--- src/hdl/spmv_pkg.sv ---
package spmv_pkg;

  // engine geometry
  localparam int unsigned NUM_LANES       = 4;
  localparam int unsigned LANE_W          = $clog2(NUM_LANES);
  localparam int unsigned FEAT_DEPTH      = 64;

  // field widths
  localparam int unsigned COL_W           = 6;
  localparam int unsigned ROW_W           = 12;
  localparam int unsigned VAL_W           = 16;
  localparam int unsigned ACC_W           = 40;

  // lane entry fifo, its depth is also the starting credit
  localparam int unsigned LANE_FIFO_DEPTH = 4;
  localparam int unsigned FIFO_PTR_W      = $clog2(LANE_FIFO_DEPTH);
  localparam int unsigned CREDIT_W        = 3;

  // debug monitor
  localparam int unsigned DBG_ROW         = 5;
  localparam int unsigned CNT_W           = 32;

  typedef struct packed {
    logic [ROW_W-1:0] row;
    logic [COL_W-1:0] col;
    logic [VAL_W-1:0] val;
    logic             last;
  } sp_entry_t;

  typedef struct packed {
    logic [COL_W-1:0] addr;
    logic [VAL_W-1:0] data;
  } feat_wr_t;

  typedef struct packed {
    logic [ROW_W-1:0] row;
    logic [ACC_W-1:0] sum;
  } lane_result_t;

  typedef enum logic [1:0] {
    LANE_IDLE,
    LANE_ACCUM,
    LANE_DRAIN,
    LANE_HOLD
  } lane_state_e;

  typedef struct packed {
    logic                 in_seen;
    logic                 out_seen;
    logic                 stall_seen;
    logic [NUM_LANES-1:0] lane_seen;
  } dbg_status_t;

endpackage

--- src/hdl/sppe_lane.sv ---
`timescale 1ns/1ns

module sppe_lane (
  input  logic                   clk,
  input  logic                   rst_n,
  input  logic                   push_i,
  input  spmv_pkg::sp_entry_t    entry_i,
  input  logic                   feat_wr_en_i,
  input  spmv_pkg::feat_wr_t     feat_wr_i,
  input  logic                   take_i,
  output logic                   credit_o,
  output logic                   res_vld_o,
  output spmv_pkg::lane_result_t res_o,
  output logic                   busy_o
);

  spmv_pkg::sp_entry_t             fifo_mem [spmv_pkg::LANE_FIFO_DEPTH];
  logic [spmv_pkg::FIFO_PTR_W-1:0] wr_ptr_q;
  logic [spmv_pkg::FIFO_PTR_W-1:0] rd_ptr_q;
  logic [spmv_pkg::CREDIT_W-1:0]   fifo_cnt_q;
  logic                            fifo_empty;
  logic                            fifo_full;
  spmv_pkg::sp_entry_t             head;
  logic                            pop;

  logic [spmv_pkg::VAL_W-1:0]      feat_mem [spmv_pkg::FEAT_DEPTH];
  logic [spmv_pkg::VAL_W-1:0]      feat_q;

  logic                            s1_vld_q;
  logic                            s1_last_q;
  logic [spmv_pkg::VAL_W-1:0]      s1_val_q;
  logic [spmv_pkg::ROW_W-1:0]      s1_row_q;

  logic signed [2*spmv_pkg::VAL_W-1:0] prod;
  logic signed [spmv_pkg::ACC_W-1:0]   prod_ext;
  logic [spmv_pkg::ACC_W-1:0]          acc_q;
  logic [spmv_pkg::ROW_W-1:0]          row_q;

  spmv_pkg::lane_state_e state_q;
  spmv_pkg::lane_state_e state_d;

  assign fifo_empty = (fifo_cnt_q == '0);
  assign fifo_full  = (fifo_cnt_q == spmv_pkg::CREDIT_W'(spmv_pkg::LANE_FIFO_DEPTH));
  assign head       = fifo_mem[rd_ptr_q];

  // the next row stays queued until the current sum has been taken
  assign pop = !fifo_empty
             && (state_q == spmv_pkg::LANE_IDLE || state_q == spmv_pkg::LANE_ACCUM);
  assign credit_o = pop;

  always_ff @(posedge clk) begin
    if (push_i) begin
      fifo_mem[wr_ptr_q] <= entry_i;
    end
  end

  always_ff @(posedge clk or negedge rst_n) begin
    if (!rst_n) begin
      wr_ptr_q   <= '0;
      rd_ptr_q   <= '0;
      fifo_cnt_q <= '0;
    end else begin
      if (push_i) begin
        wr_ptr_q <= wr_ptr_q + 1'b1;
      end
      if (pop) begin
        rd_ptr_q <= rd_ptr_q + 1'b1;
      end
      fifo_cnt_q <= fifo_cnt_q + spmv_pkg::CREDIT_W'(push_i) - spmv_pkg::CREDIT_W'(pop);
    end
  end

  // feature copy, registered read at pop time
  always_ff @(posedge clk) begin
    if (feat_wr_en_i) begin
      feat_mem[feat_wr_i.addr] <= feat_wr_i.data;
    end
    if (pop) begin
      feat_q   <= feat_mem[head.col];
      s1_val_q <= head.val;
      s1_row_q <= head.row;
    end
  end

  always_ff @(posedge clk or negedge rst_n) begin
    if (!rst_n) begin
      s1_vld_q  <= 1'b0;
      s1_last_q <= 1'b0;
    end else begin
      s1_vld_q  <= pop;
      s1_last_q <= pop & head.last;
    end
  end

  assign prod     = $signed(s1_val_q) * $signed(feat_q);
  assign prod_ext = prod;

  always_ff @(posedge clk or negedge rst_n) begin
    if (!rst_n) begin
      acc_q <= '0;
    end else if (state_q == spmv_pkg::LANE_HOLD && take_i) begin
      acc_q <= '0;
    end else if (s1_vld_q) begin
      acc_q <= acc_q + prod_ext;
    end
  end

  always_ff @(posedge clk) begin
    if (s1_vld_q) begin
      row_q <= s1_row_q;
    end
  end

  always_comb begin
    state_d = state_q;
    case (state_q)
      spmv_pkg::LANE_IDLE: begin
        if (pop) begin
          state_d = head.last ? spmv_pkg::LANE_DRAIN : spmv_pkg::LANE_ACCUM;
        end
      end
      spmv_pkg::LANE_ACCUM: begin
        if (pop && head.last) begin
          state_d = spmv_pkg::LANE_DRAIN;
        end
      end
      // last product lands in the accumulator this cycle
      spmv_pkg::LANE_DRAIN: begin
        if (s1_vld_q && s1_last_q) begin
          state_d = spmv_pkg::LANE_HOLD;
        end
      end
      spmv_pkg::LANE_HOLD: begin
        if (take_i) begin
          state_d = spmv_pkg::LANE_IDLE;
        end
      end
      default: state_d = spmv_pkg::LANE_IDLE;
    endcase
  end

  always_ff @(posedge clk or negedge rst_n) begin
    if (!rst_n) begin
      state_q <= spmv_pkg::LANE_IDLE;
    end else begin
      state_q <= state_d;
    end
  end

  assign res_vld_o = (state_q == spmv_pkg::LANE_HOLD);
  assign res_o     = '{row: row_q, sum: acc_q};
  assign busy_o    = (state_q != spmv_pkg::LANE_IDLE);

  // dispatcher credit must keep pushes away from a full fifo
  a_no_push_full: assert property (
    @(posedge clk) disable iff (!rst_n)
    push_i |-> !fifo_full
  ) else $error("push into full lane fifo");

endmodule

--- config.mk ---
export PLATFORM = sky130hd
export DESIGN_NAME = sppe_lane
export DESIGN_NICKNAME = d
export VERILOG_FILES = /design/src/hdl/spmv_pkg.sv /design/src/hdl/sppe_lane.sv
export SDC_FILE = /design/constraint.sdc
export NUM_CORES = 2
export LEC_CHECK = 0
export BUFFER_PORTS_ARGS = -buffer_cell sky130_fd_sc_hd__buf_4
export CAP_MARGIN = 10
export CORE_ASPECT_RATIO = 1.75
export CORE_UTILIZATION = 38
export CTS_BUF_LIST = sky130_fd_sc_hd__clkbuf_4
export CTS_CLUSTER_SIZE = 10
export DETAILED_ROUTE_END_ITERATION = 8
export GPL_ROUTABILITY_DRIVEN = 0
export SYNTH_ARGS = -nofsm -noshare
export SYNTH_HDL_FRONTEND = slang
export SYNTH_SLANG_ARGS = --single-unit
export TNS_END_PERCENT = 100
--- constraint.sdc ---
create_clock -name clk -period 11 [get_ports clk]
set_clock_uncertainty 0.05 [all_clocks]
set_input_delay 1.1 -clock clk [delete_from_list [all_inputs] [get_ports clk]]
set_output_delay 1.1 -clock clk [all_outputs]
set_load 0.01 [all_outputs]
# Yosys cells after proc, flatten, opt, wreduce, memory -nomap -nowiden
# Memories as Yosys holds them, arrays and structs flattened. A register that Yosys moved wholly into a read port is not among the register bits.
# Cells that the tools add are included.
# op_classes
n_addsub	5
n_mul	1
div_mod_pow	0
order_cmp	0
eq_ne	7
n_shift	0
muxes	12
bitwise_logic	1
reduce_logical	11
# ops
cell	count
40-bit 2-to-1 mux	2
40-bit adder	1
16-bit by 16-bit multiplier with 32-bit output	1
2-bit 2-to-1 mux	5
2-bit one-hot mux with 4 select lines	1
2-bit != test, second input constant	3
2-bit by 1-bit adder with 2-bit output, second input constant	2
2-bit == test, second input constant	2
1-bit logical AND	4
1-bit 2-to-1 mux	4
4-bit AND reduction	1
2-bit nonzero test	2
3-bit by 1-bit adder with 3-bit output	1
3-bit logical NOT	1
3-bit by 1-bit subtractor with 3-bit output	1
2-bit by 1-bit == test with 1-bit output, second input constant	1
2-bit logical NOT	1
2-bit by 1-bit != test with 1-bit output, second input constant	1
1-bit AND	1
1-bit logical NOT	1
1-bit logical OR	1
# word_totals
regBits	91
latch_bits	0
ramBits	1164
romBits	0
in_bits	62
out_inout_bits	55
memories	2
# mem_list
memory	depth	word_bits	read_ports	rd_clocked_by_memory_dff	write_ports	line_no	source
feat_mem	64	16	1	1	1	sppe_lane.sv:26	logic [spmv_pkg::VAL_W-1:0] feat_mem [spmv_pkg::FEAT_DEPTH];
fifo_mem	4	35	1	0	1	sppe_lane.sv:17	spmv_pkg::sp_entry_t fifo_mem [spmv_pkg::LANE_FIFO_DEPTH];

# Logic depth before layout (Yosys ltp)
# logic_depth
depth_word	6
mapped_depth	38
mapped_depth_nobuf	36

# Worst setup path before layout
# OpenSTA, ideal clock, no wires.
# synth_path
kind	register -> register
startpoint	reg feat_q[7] (netlist bit) (read register of feat_mem)
endpoint	reg acc_q[39] (netlist bit)
arrival_ns	8.081
t_required_ns	10.872
setup_slack_ns	2.792
path_stages_with_launch	37
n_path_buf	1
path_cell_list	edfxtp_1 clkbuf_1 nand2_1 fa_1 inv_1 fa_1 inv_1 fa_1 inv_1 fa_1 fa_1 inv_1 fa_1 inv_1 ha_1 nand2_1 nor2_1 a211oi_1 o21ai_0 a311o_1 a21o_1 a21o_1 and2_1 o21ai_0 a2bb2oi_1 ha_1 a21o_1 a21o_1 o21a_1 nor2_1 o221a_2 o31ai_1 a31o_2 a211oi_1 xnor2_1 or3_1 a21oi_1
# synth_via
elab_chain_cells	4
# synth_rtl
item	line_no	source
from (decl)	sppe_lane.sv:27	logic [spmv_pkg::VAL_W-1:0] feat_q;
16-bit by 16-bit multiplier with 32-bit output	sppe_lane.sv:95	assign prod = $signed(s1_val_q) * $signed(feat_q);
40-bit adder	sppe_lane.sv:104	acc_q <= acc_q + prod_ext;
40-bit 2-to-1 mux	sppe_lane.sv:103	end else if (s1_vld_q) begin
40-bit 2-to-1 mux	sppe_lane.sv:101	end else if (state_q == spmv_pkg::LANE_HOLD && take_i) begin
to (signal assigned)	sppe_lane.sv:104	
to (decl)	sppe_lane.sv:36	logic [spmv_pkg::ACC_W-1:0] acc_q;
# Every way passes these cells. The select of a mux whose other input is x is not followed.
# A chain may end at the register's enable or synchronous reset.

# Worst setup path in the final report
# layout_path
startpoint	reg feat_q[1] (netlist bit) (read register of feat_mem)
endpoint	reg acc_q[39] (netlist bit)
# Same word-level chain as after synthesis.

==> out/qor.yml <==
status: "finished, final reports clean"
avgSynthCellArea_um2: 16.9
cts_tree: "done"
clock-sinks: 1271
cts_resized: 0
p_leak_nw: 24.3
routed_wl_mm: 142
via_count: 32100
critPathArrivalTime_ns: 10.02
synth_top_area_share_pct: 60.9
synth_edf_count: 1220
wl_met2_mm: 80.0
layout-drive-gt1-share_pct: 24.0
dr_wl_met3_mm: 5.44
startpoint: "feat_q[1]"
cts_buffer_depth: 4
drtIter0Drc: 1689
required_ns: 11.99
path_class: "register to register"
syn_area_mm2: 0.0602
antenna_found_initial: 3
wl_met1_mm: 50.0
grt_pass1_wl_mm: 213
setup_violations: 0
max_slew.worst_pin.slew_ns: 1.15
power_density_mw_per_mm2: 154
die_height_um: 528
maxCapViolCount: 0
critPathLaunchType: "register"
synth-main-ff-cell: "edfxtp_1"
dieArea_mm2: 0.160
post_drt_wl_per_cell_um: 22.9
async_flop_share_pct: 4.01
hold_start: "entry_i[11]"
hpwl_mm: 94.2
final_nets: 4398
slew_headroom_pct: 22.7
core-area_mm2: 0.157
path_common_cell: "fa_1"
synth_cell_types: 60
first_pass_iters: 5
r2r_start: "feat_q[1]"
pin_count: 117
htree_num_levels: 5
cts_inserted_buffers: 313
worst_path_largest_cell_delay_ns: 0.78
endpoint_kind: "register"
slew_viol_final: 0
die_x_um: 303
antenna_left: 0
yosysMostFrequentCell: "edfxtp_1"
ys_seq_area_share_pct: 63.0
synth_warnings: 0
r2r_setup_slack_ns: 1.97
rsz0062_at_grt: "false"
postSynthCellCount: 3564
grt_usage_pct: 18.0
start_util_pct: 38.4
root_buffer: "clkbuf_4"
synth_commonest_cells: "edfxtp_1, inv_1, mux4_2, fa_1, nand2_1"
final_area_mm2: 0.0676
final.setup.tns_ns: 0
critPathSlowestCell: "edfxtp_1"
cp_max_fo: 16
clock_latency_ns: 1.20
hold_path.class: "input port to register"
grt_max_degree: 111
grt_pass1_vias: 34900
overflow: 0
ir_drop_uv: 77.4
hold_viol_final: 0
min_period_over_period_pct: 82.1
viasPerCell: 5.18
dpl_cell_area_mm2: 0.0635
ys_ff_latch: 1271
clk_pin_slew_ns: 0.07
portBuffers: 116
fin_util_pct: 43.1
syn_to_final_growth_pct: 12.3
fmax_mhz: 111
rows: 192
ys_top_cells_by_area: "edfxtp_1, mux4_2, fa_1"
topRoutingLayerUsed: "met4"
drc: 0
syn_nets: 4024
synth_top_cell_by_area: "edfxtp_1"
period_needed_ns: 9.03
-- kinds of logic after synthesis --
family	share of synthesized area (%)
multiplexers	12.0
XOR/XNOR	0.975
AND/OR/NAND/NOR	4.86
AO/OA/AOI/OAI	4.38
buffers and inverters	3.23
adder cells (fa/ha/maj)	11.6
flip-flops	63.0
-- path summary, 6_finish.rpt --
path                            depth (start not counted)         endpoint
max in group asynchronous                               2      rd_ptr_q[0]
worst max register to register                         33        acc_q[39]
worst max-delay path                                   33        acc_q[39]
worst min register to register                          0         row_q[8]
min in group asynchronous                               2        acc_q[10]
worst min-delay path                                    1  fifo_mem[1][11]
-- critical path, delay by kind of cell (launching register included) --
family	cells	cell delay, ns
AND/OR/NAND/NOR	5	0.80
flip-flops	1	0.78
buffers and inverters	3	0.15
AO/OA/AOI/OAI	16	3.26
adder cells (fa/ha/maj)	8	3.73
XOR/XNOR	1	0.11
-- cell usage in the layout, fill, tap and decap left out, types with 65 or more instances in the layout --
master    synthesis  routed
mux4_2          291     287
ha_1            134     134
clkbuf_4          0     451
nor2_1          131     121
mux2i_1          65      65
buf_4             7     192
nand2_1         190     190
nor2b_1          73      73
and2_1          133     129
edfxtp_1       1220    1220
fa_1            264     264
inv_1           307     307
a211oi_1        113     113
a21oi_1         118     118
-- power breakdown --
part           internal [W]  switching [W]
sequential          0.00546      0.0000307
combinational      0.000436       0.000690
clock               0.00197        0.00181
total               0.00787        0.00253
-- area by class of cell --
type	instances	area, um2
Tap cell	2037	2550
Clock inverter	80	429
Clock buffer	451	3390
Fill cell	14100	89300
Multi-Input combinational cell	1822	20400
Inverter	307	1150
Sequential cell	1271	37900
Timing Repair Buffer	223	1780
Antenna cell	5	12.5
-- metal layers --
layer | vias to the layer above | GRT usage, %
met1 | 16600 | 18.7
met3 | 301 | 3.33
met5 | - | 0
met4 | 0 | 9.16
met2 | 828 | 34.1
li1 | 14300 | -
-- per-stage QoR --
stage / instances / power, W / worst slack (ns) / hold slack (ns)
after floorplan: 3564 / 0.00632 / 2.79 / 0.350
after global placement: 5632 / 0.00672 / 2.06 / 0.356
after detailed placement: 5632 / 0.00674 / 2.02 / 0.355
after CTS: 6191 / 0.0106 / 1.98 / 0.00223
after global routing: 6194 / 0.0109 / 1.39 / 0.0117
final: 6196 / 0.0104 / 1.97 / 0.151
-- repair_timing --
item,4_1_cts,5_1_grt
hold endpoints to repair,147,0
hold buffers,28,0
buffers inserted,0,0
-- flip-flops by register name, summed over array words and instances (netlist names), 3 cells and up --
register    flops
feat_mem     1024
fifo_mem      140
acc_q          40
feat_q         16
s1_val_q       16
row_q          12
s1_row_q       12
fifo_cnt_q      3
Note: power is estimated with default switching activity, not from simulation.
