File: src/hdl/spmv_pkg.sv
package spmv_pkg;

  // engine geometry
  localparam int unsigned NUM_LANES       = 4;
  localparam int unsigned LANE_W          = $clog2(NUM_LANES);
  localparam int unsigned FEAT_DEPTH      = 64;

  // field widths
  localparam int unsigned COL_W           = 6;
  localparam int unsigned ROW_W           = 12;
  localparam int unsigned VAL_W           = 16;
  localparam int unsigned ACC_W           = 40;

  // lane entry fifo, its depth is also the starting credit
  localparam int unsigned LANE_FIFO_DEPTH = 4;
  localparam int unsigned FIFO_PTR_W      = $clog2(LANE_FIFO_DEPTH);
  localparam int unsigned CREDIT_W        = 3;

  // debug monitor
  localparam int unsigned DBG_ROW         = 5;
  localparam int unsigned CNT_W           = 32;

  typedef struct packed {
    logic [ROW_W-1:0] row;
    logic [COL_W-1:0] col;
    logic [VAL_W-1:0] val;
    logic             last;
  } sp_entry_t;

  typedef struct packed {
    logic [COL_W-1:0] addr;
    logic [VAL_W-1:0] data;
  } feat_wr_t;

  typedef struct packed {
    logic [ROW_W-1:0] row;
    logic [ACC_W-1:0] sum;
  } lane_result_t;

  typedef enum logic [1:0] {
    LANE_IDLE,
    LANE_ACCUM,
    LANE_DRAIN,
    LANE_HOLD
  } lane_state_e;

  typedef struct packed {
    logic                 in_seen;
    logic                 out_seen;
    logic                 stall_seen;
    logic [NUM_LANES-1:0] lane_seen;
  } dbg_status_t;

endpackage

File: src/hdl/spmv_debugger.sv
`timescale 1ns/1ns

module spmv_debugger (
  input  logic                           clk,
  input  logic                           rst_n,
  input  logic                           in_vld_i,
  input  logic                           in_rdy_i,
  input  logic                           out_vld_i,
  input  logic                           out_rdy_i,
  input  spmv_pkg::lane_result_t         out_data_i,
  input  logic [spmv_pkg::NUM_LANES-1:0] lane_busy_i,
  output spmv_pkg::dbg_status_t          status_o,
  output logic [spmv_pkg::CNT_W-1:0]     count_o,
  output logic [spmv_pkg::ACC_W-1:0]     capture_o
);

  spmv_pkg::dbg_status_t         status_q;
  logic [spmv_pkg::CNT_W-1:0]    count_q;
  logic [spmv_pkg::ACC_W-1:0]    capture_q;
  logic                          in_xfer;
  logic                          out_xfer;
  logic                          dbg_hit;

  assign in_xfer  = in_vld_i & in_rdy_i;
  assign out_xfer = out_vld_i & out_rdy_i;
  assign dbg_hit  = out_xfer && (out_data_i.row == spmv_pkg::ROW_W'(spmv_pkg::DBG_ROW));

  // sticky bits, only reset clears them
  always_ff @(posedge clk or negedge rst_n) begin
    if (!rst_n) begin
      status_q <= '0;
    end else begin
      status_q.in_seen    <= status_q.in_seen | in_xfer;
      status_q.out_seen   <= status_q.out_seen | out_xfer;
      status_q.stall_seen <= status_q.stall_seen | (out_vld_i & ~out_rdy_i);
      status_q.lane_seen  <= status_q.lane_seen | lane_busy_i;
    end
  end

  always_ff @(posedge clk or negedge rst_n) begin
    if (!rst_n) begin
      count_q   <= '0;
      capture_q <= '0;
    end else begin
      if (out_xfer) begin
        count_q <= count_q + 1'b1;
      end
      // keeps the latest sum seen for the watched row
      if (dbg_hit) begin
        capture_q <= out_data_i.sum;
      end
    end
  end

  assign status_o  = status_q;
  assign count_o   = count_q;
  assign capture_o = capture_q;

endmodule

File: config.mk
export PLATFORM = sky130hd
export DESIGN_NAME = spmv_debugger
export DESIGN_NICKNAME = d
export VERILOG_FILES = /design/src/hdl/spmv_pkg.sv /design/src/hdl/spmv_debugger.sv
export SDC_FILE = /design/constraint.sdc
export NUM_CORES = 1
export LEC_CHECK = 0
export BUFFER_PORTS_ARGS = -buffer_cell sky130_fd_sc_hd__clkbuf_2
export CAP_MARGIN = 20
export CELL_PAD_IN_SITES_DETAIL_PLACEMENT = 1
export CELL_PAD_IN_SITES_GLOBAL_PLACEMENT = 1
export CORE_UTILIZATION = 33
export CTS_CLUSTER_DIAMETER = 120
export DETAILED_ROUTE_END_ITERATION = 12
export GPL_TIMING_DRIVEN = 0
export PLACE_DENSITY_LB_ADDON = 0.05
export REMOVE_ABC_BUFFERS = 1
export SLEW_MARGIN = 20
export SYNTH_ARGS = -nofsm -noshare
export SYNTH_HDL_FRONTEND = slang
export SYNTH_SLANG_ARGS = --single-unit
File: constraint.sdc
create_clock -name clk -period 1.5 [get_ports clk]
set_input_delay 0.3 -clock clk [delete_from_list [all_inputs] [get_ports clk]]
set_output_delay 0.3 -clock clk [all_outputs]
set_load 0.01 [all_outputs]
# Yosys cells after proc, flatten, opt, wreduce, memory -nomap -nowiden
# Index checks and enable logic that the tools add are counted.
# op_classes
addsub	1
eq_ne	1
bitwise_logic	8
reduce_logical	1
# ops
cell	n
$add A32 B1 Y32 const B	1
$eq A12 B3 Y1 const B	1
$or A4 B4 Y4	1
$and A1 B1 Y1	3
$or A1 B1 Y1	3
$logic_and A1 B1 Y1	1
$not A1 Y1	1
# word_totals
regBits	79
in_bits	62
word_cells	17

# Depth between registers and ports, before layout
# Gate-level depths: netlist of run 1.
# depth
ltp_word	3
ltp_mapped	5

# Least setup slack after synthesis of run 1
# Ideal clock, no wire load.
# synth_path
kind	register to register
from	register count_q (netlist bit count_o[11])
to	register count_q (netlist bit count_o[31])
setup_time_ns	0.079
arrival_time_ns	1.603
path_slack_ns	-0.182
stages_incl_launch_ff	5
path_buffers	0
synth_period_minus_slack_ns	1.682
cell_sequence	dfrtp_1 > nand4_2 > or4_4 > nor4_2 > xor2_1
# synth_between
elab_chain_len	1
# synth_rtl
element	line	text
start, declared	spmv_debugger.sv:18	logic [spmv_pkg::CNT_W-1:0] count_q;
start signal, assigned	spmv_debugger.sv:46	count_q <= count_q + 1'b1;
$add A32 B1 Y32	spmv_debugger.sv:46	
# Every way passes these cells.
# A chain may end at the register's enable or synchronous reset.

# Worst setup path after layout of run 1
# layout_path
from	register count_q (netlist bit count_o[0])
to	register count_q (netlist bit count_o[30])
# The elaborated chain is that of the path after synthesis.

==> flow_summary_export.csv, run 1 <==
group,metric,value,unit
floorplan,die_y,100,um
run_status,violations,"setup timing",
setup_path,cp-start-kind,"flip-flop",
floorplan,rows,35,
pwr,p_int,3.52,mW
yosys,synth_mux_area_frac,0.145,
sta,max-slew-margin-rel,0.576,
placement,numPortBuffers,140,
yosys,syn_area,3190,um2
yosys,yosys.area_share.xor_xnor,0.0850,
pwr,leakage,2.53,nW
global_route,grt_usage,0.170,
setup_path,path_class,"flip-flop to flip-flop",
clock_tree,numCtsBuffers,9,
pwr,sequentialPowerShare,0.484,
global_route,antenna_found_initial,0,
sta,skew,14.1,ps
yosys,synth-simple-area-share,0.134,
global_route,grt_pass1_wl,13200,um
sta,rsz0062_at_grt,"true",
setup_path,worstSetupStartpoint,"count_o[0]$_DFFE_PN0P_",
clock_tree,insertion_delay,340,ps
floorplan,design.portCount,141,
cells_and_area,area_growth,47.5,%
global_route,grt_pass1_vias,2571,
floorplan,dieArea,10100,um2
pwr,clockPowerShare,0.384,
global_route,grt_overflow,0,
yosys,synth_cell_types,26,
drt,wl,8400,um
pwr,power.switching,1.22,mW
setup_path,cp.required,1730,ps
clock_tree,clk_pin_slew_worst_paths,90,ps
sta,worst_pin_slew,636,ps
drt,ant_nets,0,
setup_path,worstReg2RegStart,"count_o[0]$_DFFE_PN0P_",
drt,wl_per_cell,15.2,um
hold_path,hold_start,"lane_busy_i[3]",
yosys,yosysWarningCount,0,
floorplan,initial_utilization,0.342,
yosys,ys_seq_elements,79,
cells_and_area,postLayoutCoreUtil,0.505,
sta,final-setup-viol-count,11,
pwr,ir_drop,0.000672,V
hold_path,hp-class,"input port to flip-flop",
clock_tree,cts_max_level,3,
sta,timing.final.crit_period,1660,ps
clock_tree,cts_tree,"done",
placement,dpl.hpwl,5620,um
floorplan,die_w,100,um
setup_path,cp.arrival,1890,ps
cells_and_area,layout.nets,481,
yosys,netlist_instances,233,
placement,gp_congestion,0.693,
run,maxCapViolCount,0,
yosys,synthAdderAreaFrac,0.00392,
setup_path,crit_fanout,4,
drt,num_vias,2522,
pwr,p_per_area,1010,nW/um2
drt,viasPerCell,4.57,
yosys,yosysSeqAreaShare,0.619,
global_route,grt_max_degree,80,
setup_path,worstSetupEndpointType,"flip-flop",
yosys,syn_area_per_cell,13.7,um2
drt,remaining_drc_errors,0,
pwr,p_sw_frac,0.257,
cells_and_area,diodes,0,
sta,period_share,1.11,
drt,drt_iter0_markers,38,
clock_tree,cts.sinks,79,
run_status,status,"complete, but fails checks",
drt,first_pass_iters,4,
sta,setup_ws,-163,ps
yosys,yosysTopAreaCellShare,0.619,
sta,holdWs,152,ps
sta,fmax,0.601,GHz
clock_tree,cts_root_buffer,"clkbuf_8",
yosys,synth_top_family_by_area,"multiplexers",
clock_tree,cts_buffer_depth,2,
yosys,post-synth-top-area-cell,"dfrtp_1",
sta,hold_viol,0,
yosys,synth_area_leaders,"dfrtp_1 (62%), mux2_2 (14%), xnor2_1 (6.9%), nand4_1 (2.4%), nand3_1 (1.9%)",
cells_and_area,drive_gt1_frac,0.629,
floorplan,coreArea,9330,um2
yosys,synth_compound_area_frac,0.00470,
pwr,combPwrFrac,0.131,
sta,maxSlewViolCount,0,
==> stage by stage <==
| stage | cell area (um2) | power, mW | std cells | TNS, ps | setup WS (ps) |
|---|---|---|---|---|---|
| after floorplan | 3170 | 2.53 | 228 | -41770 | -1010 |
| after detailed placement | 4080 | 2.81 | 500 | -32200 | -740 |
| final | 4710 | 4.75 | 552 | -1140 | -163 |
| after global placement | 4040 | 2.79 | 497 | -140700 | -1870 |
| after CTS | 4610 | 4.77 | 542 | -1080 | -150 |
| after global routing | 4710 | 4.96 | 552 | -2050 | -236 |
==> logic make-up (layout without fill, tap and decap cells) <==
logic type | after synthesis | after routing
DFF | 79 | 79
and+or+nand+nor | 72 | 72
muxes | 41 | 41
xor gates and xnor gates | 31 | 31
buffers and inverters | 7 | 197
AOI/OAI and AO/OA | 2 | 2
adders and majority gates | 1 | 1
==> cells in the mapped netlist (all sizes together) <==
library cell / number
a21o: 2
and2: 1
and3: 7
and4: 2
buf: 4
clkbuf: 1
dfrtp: 79
ha: 1
inv: 2
mux2: 41
nand2: 13
nand2b: 1
nand3: 12
nand4: 13
nor2: 6
nor3: 3
nor4: 6
nor4bb: 1
or2: 6
or4: 1
xnor2: 25
xor2: 6
==> worst max-delay path: stages (launching register included) <==
cell     delay (ps)
dfrtp_1         410
ha_2            210
nand4_1         220
nor3_4          280
buf_4           190
nand4_1         110
xnor2_1         140
==> cells in the final DEF, fill, tap and decap left out, drive strengths merged, types with 3 or more instances in the layout <==
cell type and instances:
nor3 3, nand3 12, inv 3, xor2 6
buf 38, nor4 6, nor2 6, dfrtp 79
or2 6, clkbuf 150, and3 7, nand4 13
xnor2 25, nand2 13, mux2 41
==> area by class of cell <==
type	count	area, um2
clock buffers	10	138
clock inverters	6	92.6
fillers	1054	4620
inverters	2	7.51
multi-input cells	147	1300
flip-flops and latches	79	1990
well taps	129	161
repair buffers	179	1030
==> timing repair <==
item | 4_1_cts | 5_1_grt
hold endpoints to repair | 2 | 0
hold buffers | 1 | 0
endpoints found under the setup margin | 63 | 21
gates resized for setup | 24 | 6
pin swaps | 13 | 16
buffers inserted | 25 | 10
==> state kept, by name, indices dropped and copies added (netlist names) <==
name	count
count_o	32
capture_o	40
status_o	7
==> power groups by stage <==
stage	registers (mW)	logic, mW	clock network (mW)
6_report	2.30	0.624	1.82
5_1_grt	2.30	0.685	1.97
3_5_place_dp	2.38	0.429	0
3_3_place_gp	2.38	0.416	0
2_1_floorplan	2.40	0.135	0
4_1_cts	2.29	0.593	1.89
==> per-layer routing <==
| metal | GRT usage | routed length [um] | part of all wire | vias up |
|---|---|---|---|---|
| met5 | 0 | 0 | 0 | - |
| met4 | 0.0535 | 67 | 0.0080 | 0 |
| met3 | 0.0286 | 394 | 0.047 | 4 |
| met2 | 0.291 | 4200 | 0.50 | 82 |
| met1 | 0.219 | 3740 | 0.45 | 1246 |
| li1 | - | - | - | 1190 |
==> worst paths after layout <==
kind	endpoint	slack [ps]	cells past startpoint
max	count_o[30]$_DFFE_PN0P_	-160	6
min	status_o[3]$_DFF_PN0_	150	2
max reg2reg	count_o[30]$_DFFE_PN0P_	-160	6
min reg2reg	status_o[4]$_DFF_PN0_	470	1
max in group asynchronous	count_o[14]$_DFFE_PN0P_	460	2
min in group asynchronous	capture_o[17]$_DFFE_PN0P_	550	2
No activity file was read; power rests on OpenSTA's default activity.
==> run 2: changes to the inputs <==
--- a/config.mk
+++ b/config.mk
@@ -13,7 +13,7 @@
 export CTS_CLUSTER_DIAMETER = 120
 export DETAILED_ROUTE_END_ITERATION = 12
 export GPL_TIMING_DRIVEN = 0
-export PLACE_DENSITY_LB_ADDON = 0.05
+export PLACE_DENSITY = 0.78
 export REMOVE_ABC_BUFFERS = 1
 export SLEW_MARGIN = 20
 export SYNTH_ARGS = -nofsm -noshare
==> flow_summary_export.csv, run 2 (synthesized netlist as in run 1, its figures left out) <==
group,metric,value,unit
setup_path,path_class,"flip-flop to flip-flop",
placement,numPortBuffers,140,
cells_and_area,largest_register_ffs,40,
sta,hold_viol,0,
setup_path,worstSetupEndpointType,"flip-flop",
pwr,sequentialPowerShare,0.491,
cells_and_area,layout.nets,484,
sta,max-slew-margin-rel,0.684,
clock_tree,cts_tree,"done",
global_route,grt_max_degree,53,
global_route,grt_pass1_wl,14100,um
global_route,grt_pass1_vias,2757,
drt,remaining_drc_errors,0,
drt,num_vias,2615,
pwr,p_int,3.49,mW
drt,drt_iter0_markers,28,
cells_and_area,diodes,0,
clock_tree,cts_root_buffer,"clkbuf_8",
floorplan,die_w,100,um
sta,timing.final.crit_period,1600,ps
pwr,ir_drop,0.000443,V
run_status,status,"complete, but fails checks",
drt,ant_nets,0,
pwr,p_per_area,986,nW/um2
cells_and_area,final_cell_area,4770,um2
sta,skew,4.64,ps
pwr,power.switching,1.21,mW
hold_path,hp-class,"input port to flip-flop",
drt,wl_per_cell,16.5,um
floorplan,design.portCount,141,
floorplan,dieArea,10100,um2
sta,final-setup-viol-count,7,
setup_path,r2r_slack,-100,ps
cells_and_area,drive_gt1_frac,0.636,
pwr,leakage,2.56,nW
global_route,grt_overflow,0,
cells_and_area,postLayoutCoreUtil,0.511,
cells_and_area,area_growth,49.3,%
setup_path,crit_fanout,4,
floorplan,coreArea,9330,um2
drt,wl,9180,um
sta,setup_ws,-96.8,ps
drt,highest-signal-layer,"met4",
pwr,p_sw_frac,0.257,
clock_tree,cts_max_level,3,
cells_and_area,mostFrequentLayoutCell,"clkbuf_2",
placement,gp_congestion,0.766,
clock_tree,numCtsBuffers,9,
placement,place_area,4090,um2
sta,worst_pin_slew,473,ps
sta,period_share,1.06,
global_route,antenna_found_initial,0,
floorplan,rows,35,
setup_path,cp.required,1730,ps
cells_and_area,most-common-layout-cells,"clkbuf_2 (139), dfrtp_1 (73), mux2_2 (41)",
floorplan,die_y,100,um
drt,dr_wl_met3,602,um
global_route,grt_usage,0.187,
clock_tree,cts.sinks,79,
placement,dpl.hpwl,6640,um
drt,first_pass_iters,4,
sta,rsz0062_at_grt,"true",
run_status,violations,"setup timing",
setup_path,cp-start-kind,"flip-flop",
pwr,combPwrFrac,0.133,
drt,viasPerCell,4.71,
pwr,clockPowerShare,0.376,
setup_path,cp.arrival,1830,ps
run,maxCapViolCount,0,
floorplan,initial_utilization,0.342,
cells_and_area,nFillCells,1046,
drt,wl_met1,3420,um
drt,wl_met2,5090,um
clock_tree,cts_buffer_depth,2,
clock_tree,insertion_delay,340,ps
sta,holdWs,151,ps
sta,fmax,0.626,GHz
clock_tree,clk_pin_slew_worst_paths,90,ps
sta,maxSlewViolCount,0,
==> run 2: cell count changes in the layout (fill, tap and decap cells not counted), moves of 2 or more <==
cell,before,now
buf_4,33,35
nand3_2,2,4
clkbuf_8,11,9
nand3_1,10,7
==> run 2: area by class of cell <==
cell class                 instances  area, um2  share of cell area
clock inverter                     6       92.6              0.0194
tap                              129        161              0.0339
clock buffer                      10        128              0.0268
multi-input combinational        147       1330               0.279
inverter                           2       7.51             0.00157
timing repair buffer             182       1060               0.223
sequential                        79       1980               0.416
==> run 2: final timing paths <==
path,from,end,cells after the start
min in group asynchronous,rst_n,status_o[5]$_DFF_PN0_,2
max,count_o[8]$_DFFE_PN0P_,count_o[30]$_DFFE_PN0P_,7
min reg2reg,status_o[6]$_DFF_PN0_,status_o[6]$_DFF_PN0_,1
max reg2reg,count_o[8]$_DFFE_PN0P_,count_o[30]$_DFFE_PN0P_,7
max in group asynchronous,rst_n,count_o[7]$_DFFE_PN0P_,3
min,lane_busy_i[0],status_o[0]$_DFF_PN0_,2
==> run 2: stage by stage <==
step	power, mW	TNS, ps	setup slack, ps	instances
after CTS	4.71	-389	-68.3	543
after global placement	2.79	-126680	-1680	497
final	4.70	-363	-96.8	555
after global routing	4.92	-1320	-162	555
after floorplan	2.53	-41770	-1010	228
after detailed placement	2.82	-32500	-672	500
==> run 2: routing by layer <==
layer / track usage / up-vias
met4: 0.0479 / 0
li1: - / 1199
met5: 0 / -
met3: 0.0564 / 4
met1: 0.205 / 1316
met2: 0.348 / 96
==> run 2: power groups by stage <==
stage	clock network, mW	logic [mW]	registers (mW)
floorplan	0	0.135	2.40
global placement	0	0.407	2.38
detailed placement	0	0.437	2.38
CTS	1.83	0.567	2.31
global route	1.92	0.684	2.32
finish	1.77	0.623	2.31
==> run 2: critical path, stage by stage, from the launching register on <==
cell     delay [ps]
dfrtp_1         430
nand4_1         170
buf_4           190
nor3_4          200
buf_4           140
buf_6           110
nand4_1         120
xnor2_1         140
==> run 2: repair_timing <==
item                                    4_1_cts  5_1_grt
hold endpoints to repair                     27        0
resized for setup                            19       17
hold buffers                                  1        0
pin swaps                                     8       10
gates cloned                                  0        0
endpoints found under the setup margin       63       21
setup buffers                                26       12
