File: config.mk
export PLATFORM = sky130hd
export DESIGN_NAME = spmv_collect
export DESIGN_NICKNAME = d
export VERILOG_FILES = /design/src/hdl/spmv_pkg.sv /design/src/hdl/spmv_collect.sv
export SDC_FILE = /design/constraint.sdc
export NUM_CORES = 1
export LEC_CHECK = 0
export ABC_AREA = 1
export BUFFER_PORTS_ARGS = -buffer_cell sky130_fd_sc_hd__buf_2
export CELL_PAD_IN_SITES_DETAIL_PLACEMENT = 2
export CELL_PAD_IN_SITES_GLOBAL_PLACEMENT = 2
export CORE_ASPECT_RATIO = 1.1
export CORE_MARGIN = 1.5
export CORE_UTILIZATION = 10
export DETAILED_ROUTE_END_ITERATION = 10
export PLACE_DENSITY = 0.89
export SYNTH_ARGS = -nofsm -noshare
export SYNTH_HDL_FRONTEND = slang
export SYNTH_SLANG_ARGS = --single-unit
File: constraint.sdc
create_clock -name clk -period 1.4 [get_ports clk]
set_input_delay 0.07 -clock clk [delete_from_list [all_inputs] [get_ports clk]]
set_output_delay 0.07 -clock clk [all_outputs]
set_load 0.02 [all_outputs]
File: src/hdl/spmv_pkg.sv
package spmv_pkg;

  // engine geometry
  localparam int unsigned NUM_LANES       = 4;
  localparam int unsigned LANE_W          = $clog2(NUM_LANES);
  localparam int unsigned FEAT_DEPTH      = 64;

  // field widths
  localparam int unsigned COL_W           = 6;
  localparam int unsigned ROW_W           = 12;
  localparam int unsigned VAL_W           = 16;
  localparam int unsigned ACC_W           = 40;

  // lane entry fifo, its depth is also the starting credit
  localparam int unsigned LANE_FIFO_DEPTH = 4;
  localparam int unsigned FIFO_PTR_W      = $clog2(LANE_FIFO_DEPTH);
  localparam int unsigned CREDIT_W        = 3;

  // debug monitor
  localparam int unsigned DBG_ROW         = 5;
  localparam int unsigned CNT_W           = 32;

  typedef struct packed {
    logic [ROW_W-1:0] row;
    logic [COL_W-1:0] col;
    logic [VAL_W-1:0] val;
    logic             last;
  } sp_entry_t;

  typedef struct packed {
    logic [COL_W-1:0] addr;
    logic [VAL_W-1:0] data;
  } feat_wr_t;

  typedef struct packed {
    logic [ROW_W-1:0] row;
    logic [ACC_W-1:0] sum;
  } lane_result_t;

  typedef enum logic [1:0] {
    LANE_IDLE,
    LANE_ACCUM,
    LANE_DRAIN,
    LANE_HOLD
  } lane_state_e;

  typedef struct packed {
    logic                 in_seen;
    logic                 out_seen;
    logic                 stall_seen;
    logic [NUM_LANES-1:0] lane_seen;
  } dbg_status_t;

endpackage

File: src/hdl/spmv_collect.sv
`timescale 1ns/1ns

module spmv_collect (
  input  logic                                                clk,
  input  logic                                                rst_n,
  input  logic [spmv_pkg::NUM_LANES-1:0]                      lane_res_vld_i,
  input  spmv_pkg::lane_result_t [spmv_pkg::NUM_LANES-1:0]    lane_res_i,
  input  logic                                                out_rdy_i,
  output logic [spmv_pkg::NUM_LANES-1:0]                      lane_take_o,
  output logic                                                out_vld_o,
  output spmv_pkg::lane_result_t                              out_data_o
);

  logic [spmv_pkg::LANE_W-1:0] ptr_q;
  logic                        xfer;

  // same order as dispatch, so rows leave in input order
  assign out_vld_o  = lane_res_vld_i[ptr_q];
  assign out_data_o = lane_res_i[ptr_q];
  assign xfer       = out_vld_o & out_rdy_i;

  always_comb begin
    lane_take_o        = '0;
    lane_take_o[ptr_q] = xfer;
  end

  always_ff @(posedge clk or negedge rst_n) begin
    if (!rst_n) begin
      ptr_q <= '0;
    end else if (xfer) begin
      if (ptr_q == spmv_pkg::LANE_W'(spmv_pkg::NUM_LANES - 1)) begin
        ptr_q <= '0;
      end else begin
        ptr_q <= ptr_q + 1'b1;
      end
    end
  end

  // the held lane must keep its result steady under back-pressure
  a_out_stable: assert property (
    @(posedge clk) disable iff (!rst_n)
    (out_vld_o && !out_rdy_i) |=> (out_vld_o && $stable(out_data_o))
  ) else $error("output changed while stalled");

endmodule

# Word level (Yosys, flattened, before mapping)
# Index checks and enable logic that the tools add are counted.
# Widths: inputs -> output; s select.
# totals
regBits	2
output_inout_bits	57
word_cells	15
# op_classes
bitwise_logic	2
order_cmp	2
reduce_logical	1
n_eq_ne	1
mux	7
addsub	1
# ops
operator	count
$bmux 52 s2	1
$mux 52	1
$and 4x4->4	1
$lt 2x3->1 const B	1
$add 2x1->2 const B	1
$bmux 1 s2	1
$demux 1 s2	1
$eq 2x2->1 const B	1
$ge 2x1->1 const B	1
$mux 1	2
$mux 2	1
$and 1x1->1	1
$logic_and 1x1->1	1

# Logic depth before layout (Yosys ltp)
# Gate-level depths: netlist of the first run.
# logic_depth
word_depth	5
depth_mapped	7
ltp_nobuf	6

# Worst setup path after synthesis of the first run
# Ideal clock, no wire load.
# synth_path
kind	reg2out
start	reg ptr_q[0] in the netlist's numbering
end	out lane_take_o[0] in the netlist's numbering
slack_ns	0.031
n_path_buf	3
required_time_ns	1.330
t_arrival_ns	1.299
path_stages_with_launch	8
path_cell_list	dfrtp_1 > buf_6 > inv_6 > buf_8 > buf_6 > ha_1 > inv_1 > nor2_1
# synth_via
elab_chain_len	5
word_cells_on_any_way	9
cone_classes	order compare (2); mux (4); bitwise (2); reduce/logical (1)
# synth_lines
item	line	source
start: declaration	spmv_collect.sv:14	logic [spmv_pkg::LANE_W-1:0] ptr_q;
start signal: assignment	spmv_collect.sv:34	ptr_q <= ptr_q + 1'b1;
$lt 2x3->1 (not written as such) / $ge 2x1->1 (equally long branches)	spmv_collect.sv:24	lane_take_o[ptr_q] = xfer;
$logic_and 1x1->1 (not written as such)	spmv_collect.sv:24	
$mux 1 (not written as such)	spmv_collect.sv:24	
$demux 1 s2	spmv_collect.sv:24	
$and 4x4->4 (no line) *	n/a	
end: declaration	spmv_collect.sv:9	output logic [spmv_pkg::NUM_LANES-1:0] lane_take_o,
# Every way passes the cells marked *; elsewhere a longest branch is shown, timed or not. The select of a mux whose other input is x is not followed.

# Worst setup path after layout of the first run
# Same ends and word-level chain as after synthesis.

==> results of run 1 <==
## path summary, 6_finish.rpt
path | start | to | slack, ps | cells past startpoint
max reg2reg | ptr_q[0]$_DFFE_PN0P_ | ptr_q[1]$_DFFE_PN0P_ | -70 | 7
min | rst_n | ptr_q[1]$_DFFE_PN0P_ | 160 | 2
min in group clk | out_rdy_i | ptr_q[1]$_DFFE_PN0P_ | 170 | 3
max | ptr_q[0]$_DFFE_PN0P_ | lane_take_o[0] | -220 | 7
max in group asynchronous | rst_n | ptr_q[0]$_DFFE_PN0P_ | 1120 | 2
min reg2reg | ptr_q[1]$_DFFE_PN0P_ | ptr_q[1]$_DFFE_PN0P_ | 970 | 4
## layer usage
layer  track usage, %  vias up  part of all wire (%)
met1             14.9     1725                    37
met4             2.48        0                   1.6
met5                0        -                     0
met3             2.25       19                   5.9
li1                 -     1713                     -
met2             28.3      140                    56
## where the power goes
part | switching (W) | internal, W | leakage, nW
Clock | 0.0000673 | 0.000364 | 0.0370
Sequential | 0.0000913 | 0.0000958 | 0.0227
Combinational | 0.00469 | 0.00342 | 1.88
Total | 0.00484 | 0.00388 | 1.94
## cell usage after synthesis (all sizes together)
library cell,count,area [sq um]
nor2,109,409
o21ai,104,521
o22ai,52,325
buf,26,193
clkbuf,8,42.5
nand2,7,26.3
inv,5,23.8
ha,4,50.1
nand3,3,25.0
dfrtp,2,50.1
nand4,2,12.5
a21o,1,7.51
and2,1,6.26
clkinv,1,16.3
## per-stage QoR
step	instance area [sq um]	cells
after floorplan	1710	325
after global placement	3350	789
after detailed placement	3350	789
after CTS	3650	801
after global routing	3970	805
final	3970	806
## cells by family after synthesis
logic type	count (synthesis)	share of synthesized area (%)
buffers and inverters	40	16.1
adder cells (fa/ha/maj)	4	2.93
AND/OR/NAND/NOR	122	28.1
flip-flops	2	2.93
AO/OA/AOI/OAI	157	50.0
## worst reg2reg max path, cell delays in order, from the launching register on
cell	delay [ps]
dfrtp_4	540
buf_12	190
nand2_1	110
nand3_4	100
buf_4	140
buf_4	130
a21o_1	150
nand2_1	60
## timing repair
item | in CTS | in global routing
cloned | 3 | 2
resized for setup | 61 | 101
setup endpoints to repair | 57 | 59
hold endpoints to repair | 2 | 0
setup buffers | 5 | 3
pin swaps | 1 | 9
hold buffers | 1 | 0
## area by class of cell
| type | instances | area [sq um] |
|---|---|---|
| Timing Repair Buffer | 305 | 1940 |
| Tap cell | 204 | 255 |
| Sequential cell | 2 | 55.1 |
| Multi-Input combinational cell | 283 | 1570 |
| Fill cell | 2044 | 12600 |
| Clock buffer | 3 | 75.1 |
| Antenna cell | 1 | 2.50 |
| Timing Repair inverter | 2 | 25.0 |
| Inverter | 6 | 42.5 |
==> summary.txt, run 1 <==
Run status
  – Status: complete, but fails checks
  – Failing checks: negative setup slack

Timing
  – Setup TNS: -9210 ps
  – Setup WS post-layout: -219 ps
  – Final Cycle Share: 116%
  – Slew headroom: 80.0%
  – RSZ-0062 raised after global routing: yes
  – Min Tclk post-route: 1620 ps
  – Final Max Slew Viols: 0
  – Final Setup Violations: 59
  – Achievable clock frequency: 618 MHz
  – Worst Tran Pin Value: 296 ps
  – Max Clock Skew: 1.63 ps
  – Final hold slack: 164 ps
  – Final hold vios: 0

Global routing
  – Largest net degree at the start of global routing: 47
  – First-pass GRT wire length: 19800 microns
  – Number of global-route vias before repair: 3892
  – Initial antenna violation count: 1
  – GRT overflow: 0
  – GRT Total Usage: 13.9%

Floorplan
  – Die H: 140 microns
  – Site row count: 49
  – Starting Density: 10.3%
  – Core area: 0.0166 sq mm
  – Full die area: 0.0179 sq mm
  – # IOs: 272
  – Die Wd: 128 microns

Critical path
  – Critical path endpoint category: output pin
  – Slowest stage delay, CP: 540 ps
  – Delay-heaviest family, CP: flip-flops
  – Crit-path max FO: 5
  – Critical path's slowest cell: dfrtp_4
  – CP Launch Type: flop
  – Worst EP required: 1330 ps
  – Crit Path Class: flop to output pin
  – CP Cell Sequence: inv_8 > buf_6 > nand2_4 > nand3_4 > nand3_4 > nor2_4 > buf_6
  – Arr. time, crit path: 1550 ps
  – Worst path bufs/invs: 3

Pwr
  – Tot Pwr: 0.00873 W
  – Maximum vdd drop: 0.854 mV
  – Leak: 1.94 nW
  – PD cells: 2200 mW/mm^2

Synthesis
  – Seq/Total Area, Yosys: 2.93%
  – Cells after Synth: 325
  – Post-Synthesis Net Count: 544
  – Cell Area, Synth: 0.00171 sq mm
  – Yosys warns: 0
  – #FFs+latches synth: 2
  – Avg Inst Size Synth: 5.26 sq um
  – Distinct cells, synth: 22

Drt
  – DR pass1 iterations: 4
  – DRC Markers: 0
  – Via count: 3597
  – Via density: 4.46
  – Routed WL per cell: 17.5 microns
  – Drt total wl: 14100 microns
  – DR iter-0 viols: 88
  – Post-DRT Antenna Nets: 0

Place
  – Port bufs: 271
  – Pre-CTS worst setup slack: -48.1 ps
  – Gpl congestion: 0.791
  – Post-DP HPWL: 10400 microns

Final layout
  – Most frequent cells in the layout: buf_2 (219), nor2_1 (94), buf_4 (63), o21ai_0 (54), o22ai_1 (47)
  – Most common cell after layout, fill and taps aside: buf_2
  – Biggest regs: ptr_q x2
  – Area Growth Syn to Fin: 133%
  – Biggest register: ptr_q
  – Nets: 822
  – Max reg flops: 2
  – Core Util, Final: 24.0%
  – Layout cells sized above 1: 58.7%

Clock network
  – CTS Sinks: 2
  – CTS tree: built
  – Root Driver: clkbuf_16
  – Num CTS Buffers: 3
  – Clk pin slew, worst setup/hold paths: 30 ps
  – Skew-Pair Late Insertion Delay: 220 ps
  – H-tree Lvls: 1
  – Clock Tree Buf Depth: 2

Flow run
  – Max-cap violations: 0

Worst hold path
  – Hold WC Path Type: input port to async pin
(Power assumes the default switching activity.)
==> run 2, diff against run 1 <==
--- a/config.mk
+++ b/config.mk
@@ -5,15 +5,14 @@
 export SDC_FILE = /design/constraint.sdc
 export NUM_CORES = 1
 export LEC_CHECK = 0
-export ABC_AREA = 1
 export BUFFER_PORTS_ARGS = -buffer_cell sky130_fd_sc_hd__buf_2
 export CELL_PAD_IN_SITES_DETAIL_PLACEMENT = 2
 export CELL_PAD_IN_SITES_GLOBAL_PLACEMENT = 2
 export CORE_ASPECT_RATIO = 1.1
 export CORE_MARGIN = 1.5
-export CORE_UTILIZATION = 10
+export CORE_UTILIZATION = 12
 export DETAILED_ROUTE_END_ITERATION = 10
-export PLACE_DENSITY = 0.89
+export PLACE_DENSITY = 0.91
 export SYNTH_ARGS = -nofsm -noshare
 export SYNTH_HDL_FRONTEND = slang
 export SYNTH_SLANG_ARGS = --single-unit
==> run 2 against run 1 <==
  * The run still ends with negative setup slack left
  * Largest cell class unchanged
  * Hold slack improved by 16 ps
  * Flip-flop and latch count unchanged
  * Clock skew shrank 0.71 ps
  * Sequential power is 5% lower
  * Final cell count is 35% lower
  * Synthesized cell count is 74% lower
  * Critical path depth fell by 3
  * Highest routed layer is now met5
==> summary.txt, run 2 <==
Run status
  – Status: complete, but fails checks
  – Failing checks: negative setup slack

Synthesis
  – Cells after Synth: 85
  – Most common cell in the netlist: mux4_2
  – Avg Inst Size Synth: 17.7 sq um
  – Post-Synthesis Net Count: 304
  – Commonest cells post-synth: mux4_2 (52), buf_2 (6), buf_6 (6)
  – Yosys warns: 0
  – Cell Area, Synth: 0.00151 sq mm
  – #FFs+latches synth: 2
  – Synth Flop Type: dfrtp_1
  – Cell taking the most area after synthesis: mux4_2
  – Ranking of synthesized cells by area: mux4_2 (78%), buf_6 (4.5%), dfrtp_1 (3.3%)
  – Seq/Total Area, Yosys: 3.32%
  – FFs w/ async S/R, synth: 100%
  – Distinct cells, synth: 14
  – EDFF count, synth: 0
  – Yosys top cell area share: 77.7%

Final layout
  – Max reg flops: 2
  – Layout cells sized above 1: 97.6%
  – Area Growth Syn to Fin: 144%
  – Fill count: 1356
  – Most common cell after layout, fill and taps aside: buf_2
  – Core Util, Final: 30.3%
  – Finished Layout Cells: 525
  – ANT cells: 0
  – Most frequent cells in the layout: buf_2 (234), mux4_2 (52), buf_6 (40), buf_4 (8), clkbuf_16 (6)
  – Nets: 592
  – Biggest register: ptr_q
  – Biggest regs: ptr_q x2

Pwr
  – Leak: 1.81 nW
  – Tot Pwr: 0.00782 W
  – PD cells: 2130 mW/mm^2
  – Maximum vdd drop: 0.915 mV

Clock network
  – Clock Tree Buf Depth: 2
  – Num CTS Buffers: 3
  – Clk pin slew, worst setup/hold paths: 30 ps
  – Root Driver: clkbuf_16
  – Skew-Pair Late Insertion Delay: 220 ps
  – CTS Sinks: 2
  – H-tree Lvls: 1
  – CTS tree: built

Critical path
  – CP startpoint: ptr_q[0]$_DFFE_PN0P_
  – Reg2Reg Setup Slack: -270 ps
  – Reg2reg end: ptr_q[1]$_DFFE_PN0P_
  – Reg2Reg Depth: 6
  – Critical path endpoint category: output pin
  – Arr. time, crit path: 1680 ps
  – CP Launch Type: flop
  – Worst EP required: 1330 ps
  – Crit Path Class: flop to output pin
  – Crit-path max FO: 7
  – Reg2reg start: ptr_q[0]$_DFFE_PN0P_

Timing
  – Final Max Slew Viols: 0
  – Final hold vios: 0
  – Setup WS post-layout: -348 ps
  – Final Cycle Share: 125%
  – Final Setup Violations: 59
  – RSZ-0062 raised after global routing: yes
  – Worst Tran Pin Value: 233 ps
  – Achievable clock frequency: 572 MHz
  – Slew headroom: 84.1%
  – Min Tclk post-route: 1750 ps
  – Max Clock Skew: 0.921 ps

Place
  – Pre-CTS worst setup slack: -129 ps
  – Gpl congestion: 0.840
  – Port bufs: 271
  – Post-DP HPWL: 9170 microns
  – Placed cells: 510

Global routing
  – GRT Total Usage: 13.9%
  – Met2 GRT Util: 27.1%
  – GR peak layer: met2
  – M1 GR Usage: 14.2%
  – Number of global-route vias before repair: 2534
  – GRT overflow: 0
  – Largest net degree at the start of global routing: 28
  – Met3 usage: 3.99%
  – First-pass GRT wire length: 13500 microns
  – Initial antenna violation count: 1

Floorplan
  – Starting Density: 12.4%
  – Core area: 0.0121 sq mm
  – Site row count: 42
  – Full die area: 0.0132 sq mm
  – Die H: 121 microns
  – # IOs: 272
  – Die Wd: 110 microns

Worst hold path
  – Hold WC Path Type: input port to async pin

Drt
  – Drt total wl: 11100 microns
  – Routed WL per cell: 21.1 microns
  – Post-DRT Antenna Nets: 0
  – Via density: 4.31
  – Via count: 2261
  – DR iter-0 viols: 50
  – DR pass1 iterations: 4
  – DRC Markers: 0

Flow run
  – Max-cap violations: 0
run 2: per-stage QoR:
stage | cell area (sq um) | setup TNS [ps] | hold WS [ps]
after floorplan | 1510 | 0 | -226
after CTS | 3240 | -17270 | 181
after global routing | 3680 | -20390 | 196
after detailed placement | 3120 | -4250 | -126
final | 3680 | -17460 | 181
after global placement | 3120 | -2450 | -135
run 2: worst max path at each step:
stage	endpoint	slack, ps	depth (start not counted)
6_report	out_data_o[50]	-350	4
3_3_place_gp	ptr_q[1]$_DFFE_PN0P_	-70	4
5_1_grt	lane_take_o[0]	-420	6
3_5_place_dp	ptr_q[1]$_DFFE_PN0P_	-130	4
4_1_cts	out_data_o[46]	-340	3
2_1_floorplan	ptr_q[1]$_DFFE_PN0P_	8	5
run 2: final cells by class:
cell class                      count  area (sq um)  area share [%]
Sequential cell                     2          55.1            1.50
Clock buffer                        3          75.1            2.04
Tap cell                          154           193            5.24
Inverter                            2          20.0           0.544
Multi-Input combinational cell     69          1390            37.7
Timing Repair Buffer              295          1950            52.9
run 2: logic make-up (layout without fill, tap and decap cells):
group / after synthesis / count (layout) / synth area share, %
muxes: 57 / 57 / 82.5
buffers and inverters: 14 / 300 / 6.97
AOI/OAI and AO/OA: 1 / 1 / 1.33
adders and majority gates: 4 / 4 / 3.32
and+or+nand+nor: 7 / 7 / 2.57
DFF: 2 / 2 / 3.32
run 2: routing by layer:
layer  part of all wire (%)  up-vias
li1                       -      982
met1                     33     1102
met2                     55      167
met3                     11        8
met4                   0.71        2
met5                   0.12        -
run 2: power breakdown:
group          total (W)  switching [W]  internal [W]
clock network   0.000435      0.0000715      0.000364
registers       0.000177      0.0000746      0.000103
logic            0.00721        0.00329       0.00392
run 2: timing repair:
action                                 4_1_cts  5_1_grt
setup endpoints to repair                   59       59
buffers inserted                             1        6
pin swaps                                    0        2
resized for setup                            9       95
cloned                                       0        5
endpoints found under the hold margin        2        0
hold buffers                                 1        0
run 2: critical path, stage by stage, from the launching register on:
cell and delay, ps:
dfrtp_4 470, buf_6 140, clkbuf_16 170, mux4_2 520
buf_6 150
